File: config.mk
export PLATFORM = sky130hd
export DESIGN_NAME = fp_unit_top
export DESIGN_NICKNAME = d
export VERILOG_FILES = /design/src/logic/fp_pkg.sv /design/src/logic/fp_op_if.sv /design/src/logic/fp_add.sv /design/src/logic/fp_mul.sv /design/src/logic/fp_axil_regs.sv /design/src/logic/fp_unit_top.sv
export SDC_FILE = /design/constraint.sdc
export NUM_CORES = 2
export LEC_CHECK = 0
export ABC_CLOCK_PERIOD_IN_PS = 10400
export BUFFER_PORTS_ARGS = -buffer_cell sky130_fd_sc_hd__clkbuf_2
export CELL_PAD_IN_SITES_DETAIL_PLACEMENT = 1
export CELL_PAD_IN_SITES_GLOBAL_PLACEMENT = 1
export CORE_UTILIZATION = 51
export CTS_CLUSTER_DIAMETER = 40
export CTS_CLUSTER_SIZE = 25
export DETAILED_ROUTE_END_ITERATION = 8
export PLACE_DENSITY = 0.83
export SLEW_MARGIN = 20
export SYNTH_ARGS = -nofsm -noshare
export SYNTH_HDL_FRONTEND = slang
export SYNTH_SLANG_ARGS = --single-unit
File: constraint.sdc
create_clock -name clk -period 10.4 [get_ports clk]
set_input_delay 0.52 -clock clk [delete_from_list [all_inputs] [get_ports clk]]
set_output_delay 0.52 -clock clk [all_outputs]
set_load 0.1 [all_outputs]
File: src/logic/fp_pkg.sv
package fp_pkg;

    // single precision word layout
    localparam int FLOAT_WIDTH = 32;
    localparam int EXP_WIDTH = 8;
    localparam int MANT_WIDTH = 23;
    localparam int EXP_BIAS = 127;

    // byte address width of the register map
    localparam int ADDR_WIDTH = 5;

    typedef struct packed {
        logic                  sign;
        logic [EXP_WIDTH-1:0]  exp;
        logic [MANT_WIDTH-1:0] mant;
    } float_fields_t;

    // raw view for the bus side, field view for the arithmetic
    typedef union packed {
        logic [FLOAT_WIDTH-1:0] raw;
        float_fields_t          f;
    } float_word_u;

    // bit 0 of the control word
    typedef enum logic {
        OP_ADD = 1'b0,
        OP_MUL = 1'b1
    } fp_opcode_e;

    // register offsets
    localparam logic [ADDR_WIDTH-1:0] REG_A = 5'h00;
    localparam logic [ADDR_WIDTH-1:0] REG_B = 5'h04;
    localparam logic [ADDR_WIDTH-1:0] REG_CTRL = 5'h08;
    localparam logic [ADDR_WIDTH-1:0] REG_RESULT = 5'h0C;
    localparam logic [ADDR_WIDTH-1:0] REG_STATUS = 5'h10;

endpackage

File: src/logic/fp_op_if.sv
`timescale 1ns/1ns

// one operation request and its result between requester and arithmetic unit
interface fp_op_if;

    // one-cycle start pulse, only while the unit is idle
    logic req;
    // operands, stable during the req cycle
    fp_pkg::float_word_u a;
    fp_pkg::float_word_u b;
    // valid only in the ack cycle, no back-pressure
    fp_pkg::float_word_u result;
    logic ack;

    modport requester (
        output req, a, b,
        input  result, ack
    );

    modport unit (
        input  req, a, b,
        output result, ack
    );

endinterface

File: src/logic/fp_add.sv
`timescale 1ns/1ns

module fp_add (
    input  logic  clk,
    input  logic  rst,
    fp_op_if.unit op
);

    localparam int MW = fp_pkg::MANT_WIDTH;
    localparam int EW = fp_pkg::EXP_WIDTH;
    // wide enough for a left shift of up to MW places
    localparam int SW = $clog2(MW + 1);

    typedef enum logic [1:0] {
        IDLE,
        ALIGN,
        ADDSUB,
        NORM
    } state_e;

    state_e state;
    state_e n_state;

    // captured operands
    fp_pkg::float_word_u a_q;
    fp_pkg::float_word_u b_q;
    fp_pkg::float_word_u n_a_q;
    fp_pkg::float_word_u n_b_q;

    // aligned mantissas laid out as [overflow][hidden one][stored bits]
    logic [MW+1:0] a_mant;
    logic [MW+1:0] b_mant;
    logic [MW+1:0] n_a_mant;
    logic [MW+1:0] n_b_mant;
    logic          a_sign;
    logic          b_sign;
    logic          n_a_sign;
    logic          n_b_sign;

    // working sum, exponent is the larger input exponent until normalized
    logic [EW-1:0] sum_exp;
    logic [EW-1:0] n_sum_exp;
    logic [MW+1:0] sum_mant;
    logic [MW+1:0] n_sum_mant;
    logic          sum_sign;
    logic          n_sum_sign;

    // combinational temporaries
    logic [EW-1:0] exp_diff;
    logic [MW+1:0] norm_mant;
    logic [EW-1:0] norm_exp;
    logic [SW-1:0] lead_shift;

    fp_pkg::float_word_u n_result;
    logic                n_ack;

    always_comb begin
        n_state = state;
        n_a_q = a_q;
        n_b_q = b_q;
        n_a_mant = a_mant;
        n_b_mant = b_mant;
        n_a_sign = a_sign;
        n_b_sign = b_sign;
        n_sum_exp = sum_exp;
        n_sum_mant = sum_mant;
        n_sum_sign = sum_sign;
        exp_diff = '0;
        norm_mant = sum_mant;
        norm_exp = sum_exp;
        lead_shift = '0;
        n_result = '0;
        n_ack = 1'b0;

        case (state)
            IDLE: begin
                if (op.req) begin
                    n_a_q = op.a;
                    n_b_q = op.b;
                    n_state = ALIGN;
                end
            end
            ALIGN: begin
                n_a_sign = a_q.f.sign;
                n_b_sign = b_q.f.sign;
                // hidden one always present, exponent 0 is just a small normal
                n_a_mant = {2'b01, a_q.f.mant};
                n_b_mant = {2'b01, b_q.f.mant};
                // keep the larger exponent, shift the other mantissa right
                // bits shifted out are simply lost
                if (a_q.f.exp > b_q.f.exp) begin
                    n_sum_exp = a_q.f.exp;
                    exp_diff = a_q.f.exp - b_q.f.exp;
                    n_b_mant = n_b_mant >> exp_diff;
                end else begin
                    n_sum_exp = b_q.f.exp;
                    exp_diff = b_q.f.exp - a_q.f.exp;
                    n_a_mant = n_a_mant >> exp_diff;
                end
                n_state = ADDSUB;
            end
            ADDSUB: begin
                if (a_sign != b_sign) begin
                    // subtract smaller magnitude, sign follows the larger one
                    if (a_mant > b_mant) begin
                        n_sum_mant = a_mant - b_mant;
                        n_sum_sign = a_sign;
                    end else begin
                        n_sum_mant = b_mant - a_mant;
                        n_sum_sign = b_sign;
                    end
                end else begin
                    n_sum_mant = a_mant + b_mant;
                    n_sum_sign = a_sign;
                end
                n_state = NORM;
            end
            NORM: begin
                // carry out of the add, one step right
                if (norm_mant[MW+1]) begin
                    norm_mant = norm_mant >> 1;
                    norm_exp = norm_exp + 1'b1;
                end
                if (norm_mant == '0) begin
                    // exact cancellation gives +0
                    n_result = '0;
                end else begin
                    // highest set bit wins, so the last hit in the loop counts
                    for (int i = 0; i <= MW; i++) begin
                        if (norm_mant[i]) begin
                            lead_shift = SW'(MW - i);
                        end
                    end
                    norm_mant = norm_mant << lead_shift;
                    norm_exp = norm_exp - EW'(lead_shift);
                    n_result.f.sign = sum_sign;
                    n_result.f.exp = norm_exp;
                    n_result.f.mant = norm_mant[MW-1:0];
                end
                n_ack = 1'b1;
                n_state = IDLE;
            end
            default: begin
                n_state = IDLE;
            end
        endcase
    end

    always_ff @(posedge clk or posedge rst) begin
        if (rst) begin
            state <= IDLE;
            op.ack <= 1'b0;
        end else begin
            state <= n_state;
            op.ack <= n_ack;
        end
    end

    // datapath registers
    always_ff @(posedge clk) begin
        a_q <= n_a_q;
        b_q <= n_b_q;
        a_mant <= n_a_mant;
        b_mant <= n_b_mant;
        a_sign <= n_a_sign;
        b_sign <= n_b_sign;
        sum_exp <= n_sum_exp;
        sum_mant <= n_sum_mant;
        sum_sign <= n_sum_sign;
        op.result <= n_result;
    end

endmodule

File: src/logic/fp_mul.sv
`timescale 1ns/1ns

module fp_mul (
    input  logic  clk,
    input  logic  rst,
    fp_op_if.unit op
);

    localparam int MW = fp_pkg::MANT_WIDTH;
    localparam int EW = fp_pkg::EXP_WIDTH;
    // product of two mantissas with hidden ones
    localparam int PW = 2 * (MW + 1);

    // pipeline valid flags
    logic cap_valid;
    logic s1_valid;

    // captured operands
    fp_pkg::float_word_u a_q;
    fp_pkg::float_word_u b_q;

    // stage one results
    logic          s1_sign;
    logic [EW-1:0] s1_exp;
    logic [PW-1:0] s1_prod;

    // combinational
    logic [PW-1:0]       prod;
    logic [EW-1:0]       biased_exp;
    fp_pkg::float_word_u n_result;

    always_comb begin
        prod = {1'b1, a_q.f.mant} * {1'b1, b_q.f.mant};
        // exponents wrap, no overflow handling
        biased_exp = a_q.f.exp + b_q.f.exp - EW'(fp_pkg::EXP_BIAS);
    end

    // product lies in [1,4), so at most one right step
    always_comb begin
        n_result.f.sign = s1_sign;
        if (s1_prod[PW-1]) begin
            n_result.f.exp = s1_exp + 1'b1;
            n_result.f.mant = s1_prod[PW-2:MW+1];
        end else begin
            n_result.f.exp = s1_exp;
            n_result.f.mant = s1_prod[PW-3:MW];
        end
    end

    always_ff @(posedge clk or posedge rst) begin
        if (rst) begin
            cap_valid <= 1'b0;
            s1_valid <= 1'b0;
            op.ack <= 1'b0;
        end else begin
            cap_valid <= op.req;
            s1_valid <= cap_valid;
            // one-cycle ack with the result
            op.ack <= s1_valid;
        end
    end

    always_ff @(posedge clk) begin
        if (op.req) begin
            a_q <= op.a;
            b_q <= op.b;
        end
        if (cap_valid) begin
            s1_sign <= a_q.f.sign ^ b_q.f.sign;
            s1_exp <= biased_exp;
            s1_prod <= prod;
        end
        // low bits of the product are dropped, truncation only
        if (s1_valid) begin
            op.result <= n_result;
        end
    end

endmodule

File: src/logic/fp_axil_regs.sv
`timescale 1ns/1ns

module fp_axil_regs (
    input  logic                           clk,
    input  logic                           rst,
    // write address and data
    input  logic [fp_pkg::ADDR_WIDTH-1:0]  awaddr,
    input  logic                           awvalid,
    output logic                           awready,
    input  logic [fp_pkg::FLOAT_WIDTH-1:0] wdata,
    input  logic                           wvalid,
    output logic                           wready,
    // write response
    output logic [1:0]                     bresp,
    output logic                           bvalid,
    input  logic                           bready,
    // read address and data
    input  logic [fp_pkg::ADDR_WIDTH-1:0]  araddr,
    input  logic                           arvalid,
    output logic                           arready,
    output logic [fp_pkg::FLOAT_WIDTH-1:0] rdata,
    output logic [1:0]                     rresp,
    output logic                           rvalid,
    input  logic                           rready,
    // arithmetic units
    fp_op_if.requester                     add_if,
    fp_op_if.requester                     mul_if
);

    localparam logic [1:0] RESP_OKAY = 2'b00;
    localparam logic [1:0] RESP_SLVERR = 2'b10;

    fp_pkg::float_word_u op_a;
    fp_pkg::float_word_u op_b;
    fp_pkg::float_word_u result;
    fp_pkg::fp_opcode_e  ctrl_op;
    logic                busy;
    logic                done;

    logic                           wr_offer;
    logic                           wr_en;
    logic [fp_pkg::FLOAT_WIDTH-1:0] rd_data;

    function automatic logic reg_mapped(input logic [fp_pkg::ADDR_WIDTH-1:0] addr);
        return addr inside {fp_pkg::REG_A, fp_pkg::REG_B, fp_pkg::REG_CTRL,
                            fp_pkg::REG_RESULT, fp_pkg::REG_STATUS};
    endfunction

    // both units see the same operand registers
    assign add_if.a = op_a;
    assign add_if.b = op_b;
    assign mul_if.a = op_a;
    assign mul_if.b = op_b;

    // address and data together, no response outstanding
    assign wr_offer = awvalid && wvalid && !awready && !bvalid;
    assign wr_en = awready && awvalid && wvalid;

    always_ff @(posedge clk or posedge rst) begin
        if (rst) begin
            awready <= 1'b0;
            wready <= 1'b0;
            bvalid <= 1'b0;
            bresp <= RESP_OKAY;
            op_a <= '0;
            op_b <= '0;
            ctrl_op <= fp_pkg::OP_ADD;
            result <= '0;
            busy <= 1'b0;
            done <= 1'b0;
            add_if.req <= 1'b0;
            mul_if.req <= 1'b0;
        end else begin
            // req lines are single pulses
            add_if.req <= 1'b0;
            mul_if.req <= 1'b0;
            awready <= wr_offer;
            wready <= wr_offer;
            if (bvalid && bready) begin
                bvalid <= 1'b0;
            end
            if (wr_en) begin
                bvalid <= 1'b1;
                bresp <= reg_mapped(awaddr) ? RESP_OKAY : RESP_SLVERR;
                case (awaddr)
                    fp_pkg::REG_A: op_a.raw <= wdata;
                    fp_pkg::REG_B: op_b.raw <= wdata;
                    fp_pkg::REG_CTRL: begin
                        // start while busy is acknowledged but dropped
                        if (!busy) begin
                            ctrl_op <= fp_pkg::fp_opcode_e'(wdata[0]);
                            busy <= 1'b1;
                            done <= 1'b0;
                            if (fp_pkg::fp_opcode_e'(wdata[0]) == fp_pkg::OP_MUL) begin
                                mul_if.req <= 1'b1;
                            end else begin
                                add_if.req <= 1'b1;
                            end
                        end
                    end
                    default: ;
                endcase
            end
            // only the started unit can answer
            if (add_if.ack) begin
                result <= add_if.result;
                busy <= 1'b0;
                done <= 1'b1;
            end else if (mul_if.ack) begin
                result <= mul_if.result;
                busy <= 1'b0;
                done <= 1'b1;
            end
        end
    end

    // read mux, unmapped offsets read as zero
    always_comb begin
        rd_data = '0;
        case (araddr)
            fp_pkg::REG_A: rd_data = op_a.raw;
            fp_pkg::REG_B: rd_data = op_b.raw;
            fp_pkg::REG_CTRL: rd_data = {{(fp_pkg::FLOAT_WIDTH - 1){1'b0}}, ctrl_op};
            fp_pkg::REG_RESULT: rd_data = result.raw;
            fp_pkg::REG_STATUS: rd_data = {{(fp_pkg::FLOAT_WIDTH - 2){1'b0}}, done, busy};
            default: rd_data = '0;
        endcase
    end

    always_ff @(posedge clk or posedge rst) begin
        if (rst) begin
            arready <= 1'b0;
            rvalid <= 1'b0;
            rdata <= '0;
            rresp <= RESP_OKAY;
        end else begin
            // single pulse, only with no read data pending
            arready <= arvalid && !arready && !rvalid;
            if (rvalid && rready) begin
                rvalid <= 1'b0;
            end
            if (arready && arvalid) begin
                rvalid <= 1'b1;
                rdata <= rd_data;
                rresp <= reg_mapped(araddr) ? RESP_OKAY : RESP_SLVERR;
            end
        end
    end

endmodule

File: src/logic/fp_unit_top.sv
`timescale 1ns/1ns

module fp_unit_top (
    input  logic                           clk,
    input  logic                           rst,
    // axi4-lite write channels
    input  logic [fp_pkg::ADDR_WIDTH-1:0]  awaddr,
    input  logic                           awvalid,
    output logic                           awready,
    input  logic [fp_pkg::FLOAT_WIDTH-1:0] wdata,
    input  logic                           wvalid,
    output logic                           wready,
    output logic [1:0]                     bresp,
    output logic                           bvalid,
    input  logic                           bready,
    // axi4-lite read channels
    input  logic [fp_pkg::ADDR_WIDTH-1:0]  araddr,
    input  logic                           arvalid,
    output logic                           arready,
    output logic [fp_pkg::FLOAT_WIDTH-1:0] rdata,
    output logic [1:0]                     rresp,
    output logic                           rvalid,
    input  logic                           rready
);

    // one request path per arithmetic unit
    fp_op_if add_if ();
    fp_op_if mul_if ();

    fp_axil_regs u_regs (
        .clk     (clk),
        .rst     (rst),
        .awaddr  (awaddr),
        .awvalid (awvalid),
        .awready (awready),
        .wdata   (wdata),
        .wvalid  (wvalid),
        .wready  (wready),
        .bresp   (bresp),
        .bvalid  (bvalid),
        .bready  (bready),
        .araddr  (araddr),
        .arvalid (arvalid),
        .arready (arready),
        .rdata   (rdata),
        .rresp   (rresp),
        .rvalid  (rvalid),
        .rready  (rready),
        .add_if  (add_if),
        .mul_if  (mul_if)
    );

    // three steps after req
    fp_add u_add (
        .clk (clk),
        .rst (rst),
        .op  (add_if)
    );

    // two steps after req
    fp_mul u_mul (
        .clk (clk),
        .rst (rst),
        .op  (mul_if)
    );

endmodule

# Word-level counts from Yosys, hierarchy flattened

Index checks and enable logic that the tools add are counted.

Add/sub/neg operators: 10
$mul: 1
Divide/modulo/power cells: 0
$lt $le $gt $ge: 2
Equality and inequality tests: 14
Shift operators: 3
Mux-type cells: 67
Bitwise operators: 3
Reduce and logical (&&, ||, !) cells: 32

Operators with widths:

| cell                | number |
|---|---|
| $pmux 32 s5         | 1 |
| $mux 5              | 26 |
| $mux 25             | 3 |
| $mux 32             | 2 |
| $shr 24x8->25       | 2 |
| $sub 25x25->25      | 2 |
| $mul 24x24->48      | 1 |
| $mux 23             | 2 |
| $mux 31             | 1 |
| $add 25x25->25      | 1 |
| $gt 25x25->1        | 1 |
| $logic_not 25->1    | 1 |
| $shl 25x5->23       | 1 |
| $mux 1              | 24 |
| $mux 24             | 1 |
| $mux 8              | 3 |
| $eq 5x4->1 const B  | 4 |
| $add 8x1->8 const B | 2 |
| $sub 8x8->8         | 2 |
| $eq 5x3->1 const B  | 2 |
| $eq 5x5->1 const B  | 2 |
| $logic_and 1x1->1   | 10 |
| $logic_not 5->1     | 2 |
| $reduce_bool 5->1   | 2 |
| 20 further kinds    | 34 |

Register bits: 482
Latch bits: 0
Memory bits (writable): 0
ROM bits: 0
Input bits: 49
Output and inout bits: 41
Word-level logic and storage cells: 170
Memories kept: 0

# Depth between registers and ports, before layout

Depth after elaboration: 29
Mapped depth: 27
Depth with buffers taken out: 26

# Hierarchy

From an unflattened synthesis, not the netlist that was laid out.

Cell total of the unflattened synthesis: 4471
Area total of the unflattened synthesis: 44124.8 µm²

Modules (own cells, without submodules):

| module       | instances | cells each | area an instance (µm²) | seq. area each (µm²) |
|---|---|---|---|---|
| fp_mul       | 1         | 2273       | 22881.9                | 3978.8 |
| fp_add       | 1         | 1656       | 14530.2                | 5159.9 |
| fp_axil_regs | 1         | 542        | 6712.7                 | 3478.3 |

# Worst setup path after synthesis

No wires, ideal clock.

Path kind: reg-to-reg
Start point: register u_mul.b_q[9] in the netlist's numbering
End point: register u_mul.s1_prod[47], data pin
Setup time: 0.266 ns
Data arrival time: 6.628 ns
Data required time: 10.134 ns
Slack: 3.506 ns
Cell stages (with the launch flop): 27
Buffers on the path: 2
Period minus slack after synthesis: 6.894 ns
Cell sequence: edfxtp_1 clkbuf_1 clkbuf_1 nand2_1 fa_1 fa_1 inv_1 fa_1 inv_1 fa_1 inv_1 fa_1 fa_1 inv_1 fa_1 inv_1 ha_1 a211o_1 a21oi_1 o2111ai_1 o2111ai_1 a21o_1 o31a_1 o21ai_2 a31o_2 o41ai_1 xnor2_1

Word-level cells in the longest chain between the ends: 1

Ends and longest elaborated chain:

| what                     | line         | text |
|---|---|---|
| start, declared          | fp_mul.sv:20 | `fp_pkg::float_word_u b_q;` |
| start signal, assigned   | fp_mul.sv:66 | `b_q <= op.b;` |
| $mul 24x24->48           | fp_mul.sv:33 | `prod = {1'b1, a_q.f.mant} * {1'b1, b_q.f.mant};` |
| named net u_mul.prod[47] | fp_mul.sv:28 | `logic [PW-1:0] prod;` |
| end signal, assigned     | fp_mul.sv:71 | `s1_prod <= prod;` |
| end, declared            | fp_mul.sv:25 | `logic [PW-1:0] s1_prod;` |

The timed path passes the listed nets, and every way through them passes these cells.
A chain may end at the register's enable or synchronous reset.

# Worst setup path in the final report

Start point: register u_mul.b_q[12] in the netlist's numbering
End point: register u_mul.s1_prod[33], data pin

The elaborated chain is that of the path after synthesis.

==> results.yml <==
synth:
  synthMuxAreaShare_pct: 5.62
  synth_top_family_by_area: "adder cells"
  ys_types: 93
  syn_area_um2: 42700
  ys_seq_elements: 455
  synth-seq-area-share_pct: 29.6
  synth_edf_count: 278
  async_reset_ff_share_pct: 31.9
  ys.flop_type: "edfxtp_1"
  synth_fa_ha_area_share_pct: 31.1
  synth_area_per_cell_um2: 9.99
  yosys.area_share.xor_xnor_pct: 1.85
  yosys_warnings: 0
  yosys.area_share.simple_pct: 12.2
  synth-compound-area-share_pct: 11.3
  synth_cells: 4275
finish:
  fin_area_um2: 46500
  drive_gt1_share_pct: 10.1
  final_nets: 5092
  fillers: 9026
  area_growth_pct: 9.00
setup_path:
  cp.required_ns: 10.83
  worstReg2RegStart: "u_mul.b_q[12]$_DFFE_PP_"
  crit_start: "u_mul.b_q[12]$_DFFE_PP_"
  criticalPathCategory: "reg2reg"
  worst_ep_arrival_time_ns: 9.34
  worst_setup_path_start_kind: "flop"
  crit_fanout: 19
  end_kind: "flop"
global_route:
  grt_pass1_wl_um: 240000
  overflow: 0
  grt_pass1_vias: 37800
  groute.usage.overall_pct: 37.8
  grt_max_degree: 93
  antenna_found_initial: 15
placed_design:
  port_buffers: 87
  placed_area_um2: 44100
  place.gp.congestion: 0.970
  dp_hpwl_um: 111000
die:
  rows: 105
  dieWidth_um: 291
  fp.coreArea_um2: 82500
  die-area_um2: 84900
  floorplan.initialDensity_pct: 51.7
  num_io_pins: 90
  die_y_um: 291
detailed_routing:
  wl_um: 159000
  drt_iter0_drc: 3935
  antenna_left: 0
  vias: 34800
  routed_via_density: 6.44
  wire_per_inst_um: 29.5
  drc_errors: 0
  dr.pass1.iters: 7
timing:
  slew_violations: 0
  max_freq_ghz: 0.112
  worst_slew_pin_slew_ns: 1.25
  fin_setup_tns_ns: 0
  hold_viol_final: 0
  fin_skew_ns: 0.0993
  finalCritPeriodShare_pct: 85.7
  rsz0062_at_grt: "false"
  post-route-min-period_ns: 8.91
  setup_viol: 0
  slew_headroom_pct: 16.8
cts:
  clk_latency_ns: 0.71
  clkTransAtPathRegs_ns: 0.09
  cts_tree: "yes"
  cts-root-buf: "clkbuf_16"
  clk_path_buf_depth: 3
  htree_levels: 2
  cts_sinks: 455
  cts_resized: 0
  cts_made_buffers: 59
job:
  max_cap_violations: 0
pwr:
  p_per_area_nw_per_um2: 166
  max-vdd-ir-drop_v: 0.000158
  leakage_nw: 21.1
min_path:
  hold_class: "in2async"
run_status:
  outcome: "complete, no violations"
## sequential cells by signal, summed over array words and instances (netlist names), 24 cells and up
name             cells
u_add.b_mant        24
u_regs.rdata        32
u_mul.a_q           32
u_add.sum_mant      25
u_regs.add_if.a     32
u_mul.b_q           32
u_regs.result       32
u_add.op.result     32
u_mul.s1_prod       25
u_add.a_q           32
u_add.a_mant        24
u_add.b_q           32
u_regs.add_if.b     32
u_mul.op.result     32
## per-layer routing
metal  wire length (µm)  global-route usage (%)  share of wire [%]  vias up
li1                   -                       -                  -    14100
met1              58300                    47.5                 37    17700
met2              73800                    60.2                 46     2296
met3              16300                    7.96                 10      667
met4              11000                    22.6                6.9       12
met5                 83                       0              0.052        -
## stage by stage
step | power, mW | setup slack, ns | utilization [%] | hold WS [ns] | cells
after floorplan | 4.31 | 3.51 | - | 0.400 | 4276
after global placement | 5.16 | 2.28 | 53.5 | 0.404 | 5277
after detailed placement | 5.27 | 1.91 | 53.5 | 0.411 | 5277
after CTS | 7.62 | 1.63 | 56.2 | 0.0169 | 5390
after global routing | 7.96 | 1.47 | 56.4 | 0.0557 | 5400
final | 7.71 | 1.49 | 56.4 | 0.00408 | 5405
## path summary, 6_finish.rpt
path                                                  endpoint  slack (ns)  cells past startpoint
worst min-delay path              u_regs.rdata[27]$_DFFE_PP0P_       0.004                      2
worst min register to register          u_add.a_sign$_DFFE_PN_        0.43                      0
worst max register to register     u_mul.s1_prod[33]$_DFFE_PP_        1.49                     24
max in group asynchronous       u_regs.add_if.b[6]$_DFFE_PP0P_        8.96                      3
worst max-delay path               u_mul.s1_prod[33]$_DFFE_PP_        1.49                     24
min in group clk                   u_regs.add_if.req$_DFF_PP0_        0.05                      2
## repair_timing
| item | CTS | global route |
|---|---|---|
| hold buffers | 1 | 0 |
| buffers inserted | 0 | 0 |
| endpoints found under the setup margin | 0 | 0 |
| hold endpoints to repair | 1 | 0 |
## power by group
group	internal [mW]	switching, mW	leakage [nW]
Sequential	2.24	0.308	4.76
Combinational	0.926	1.93	15.3
Clock	1.19	1.12	1.07
Total	4.36	3.35	21.1
## synthesized netlist by cell type, types with 9 or more instances
cell / n / area share, %
o21bai_1: 21 / 0.37
and2_1: 242 / 3.5
mux4_2: 19 / 1.0
dfrtp_1: 145 / 8.5
xor2_1: 27 / 0.55
or3_1: 9 / 0.13
o21ai_0: 193 / 2.3
nor2b_1: 26 / 0.38
nor3_1: 49 / 0.57
o22ai_1: 11 / 0.16
o211ai_1: 21 / 0.37
dfxtp_1: 32 / 1.5
buf_1: 16 / 0.14
ha_1: 281 / 8.2
inv_1: 708 / 6.2
a31oi_1: 11 / 0.16
o21ai_1: 12 / 0.14
a21o_1: 32 / 0.56
and3_1: 13 / 0.19
o31ai_1: 14 / 0.25
o221ai_1: 12 / 0.25
xnor2_1: 63 / 1.3
a222oi_1: 30 / 0.70
nand3_1: 26 / 0.30
fa_1: 488 / 23
a21oi_1: 185 / 2.2
nor2_1: 174 / 1.5
a221oi_1: 9 / 0.18
edfxtp_1: 278 / 20
nand2_1: 463 / 4.1
mux2i_1: 82 / 1.9
buf_2: 24 / 0.28
o21a_1: 15 / 0.26
a211o_1: 10 / 0.21
a211oi_1: 37 / 0.65
nand4_1: 30 / 0.44
clkbuf_1: 169 / 1.5
mux2_2: 102 / 2.7
nand2b_1: 21 / 0.31
a22o_1: 15 / 0.31
## cells by family (layout without fill, tap and decap cells)
| kind of cell | count (synthesis) | after routing |
|---|---|---|
| flops | 455 | 455 |
| other cells | 1 | 12 |
| compound gates | 729 | 729 |
| mux | 203 | 203 |
| simple gates | 1094 | 1094 |
| buf+inv | 934 | 983 |
| xor+xnor | 90 | 90 |
| fa+ha+maj | 769 | 769 |
## worst max-delay path, cell delays in order (launching register included)
cell and delay [ns]:
edfxtp_1 1.01, inv_1 0.43, nor2_1 0.29, fa_1 0.45, inv_1 0.11, fa_1 0.44
inv_1 0.10, fa_1 0.45, fa_1 0.55, fa_1 0.42, fa_1 0.52, inv_1 0.05
fa_1 0.47, inv_1 0.04, ha_1 0.32, a211o_1 0.32, a21oi_1 0.44, o21ai_0 0.30
a21oi_1 0.33, a21boi_1 0.15, o21ai_0 0.41, a21boi_1 0.23, a311o_1 0.44, a21oi_1 0.23
xnor2_1 0.14
## cell usage in the layout, fill, tap and decap left out, drive strengths merged, types with 30 or more instances in the layout
cell type,netlist,final
a222oi,30,30
dfrtp,145,145
nand4,30,30
o21ai,206,206
mux2,102,102
a211oi,38,38
nor2,177,177
edfxtp,278,278
mux2i,82,82
buf,47,66
nand2,464,464
clkbuf,170,147
xnor2,63,63
nor3,50,50
and2,242,242
dfxtp,32,32
inv,710,738
a21o,32,32
ha,281,281
a21oi,186,186
fa,488,488
## final cells by class
class | instances | area, µm² | share of cell area, %
clock inverters | 52 | 774 | 1.66
flip-flops and latches | 455 | 12600 | 27.1
clock buffers | 60 | 1480 | 3.18
diodes | 10 | 25.0 | 0.0538
well taps | 1070 | 1340 | 2.88
repair buffers | 154 | 991 | 2.13
multi-input cells | 2887 | 26600 | 57.2
inverters | 717 | 2700 | 5.80
Note: power is estimated with default switching activity, not from simulation.
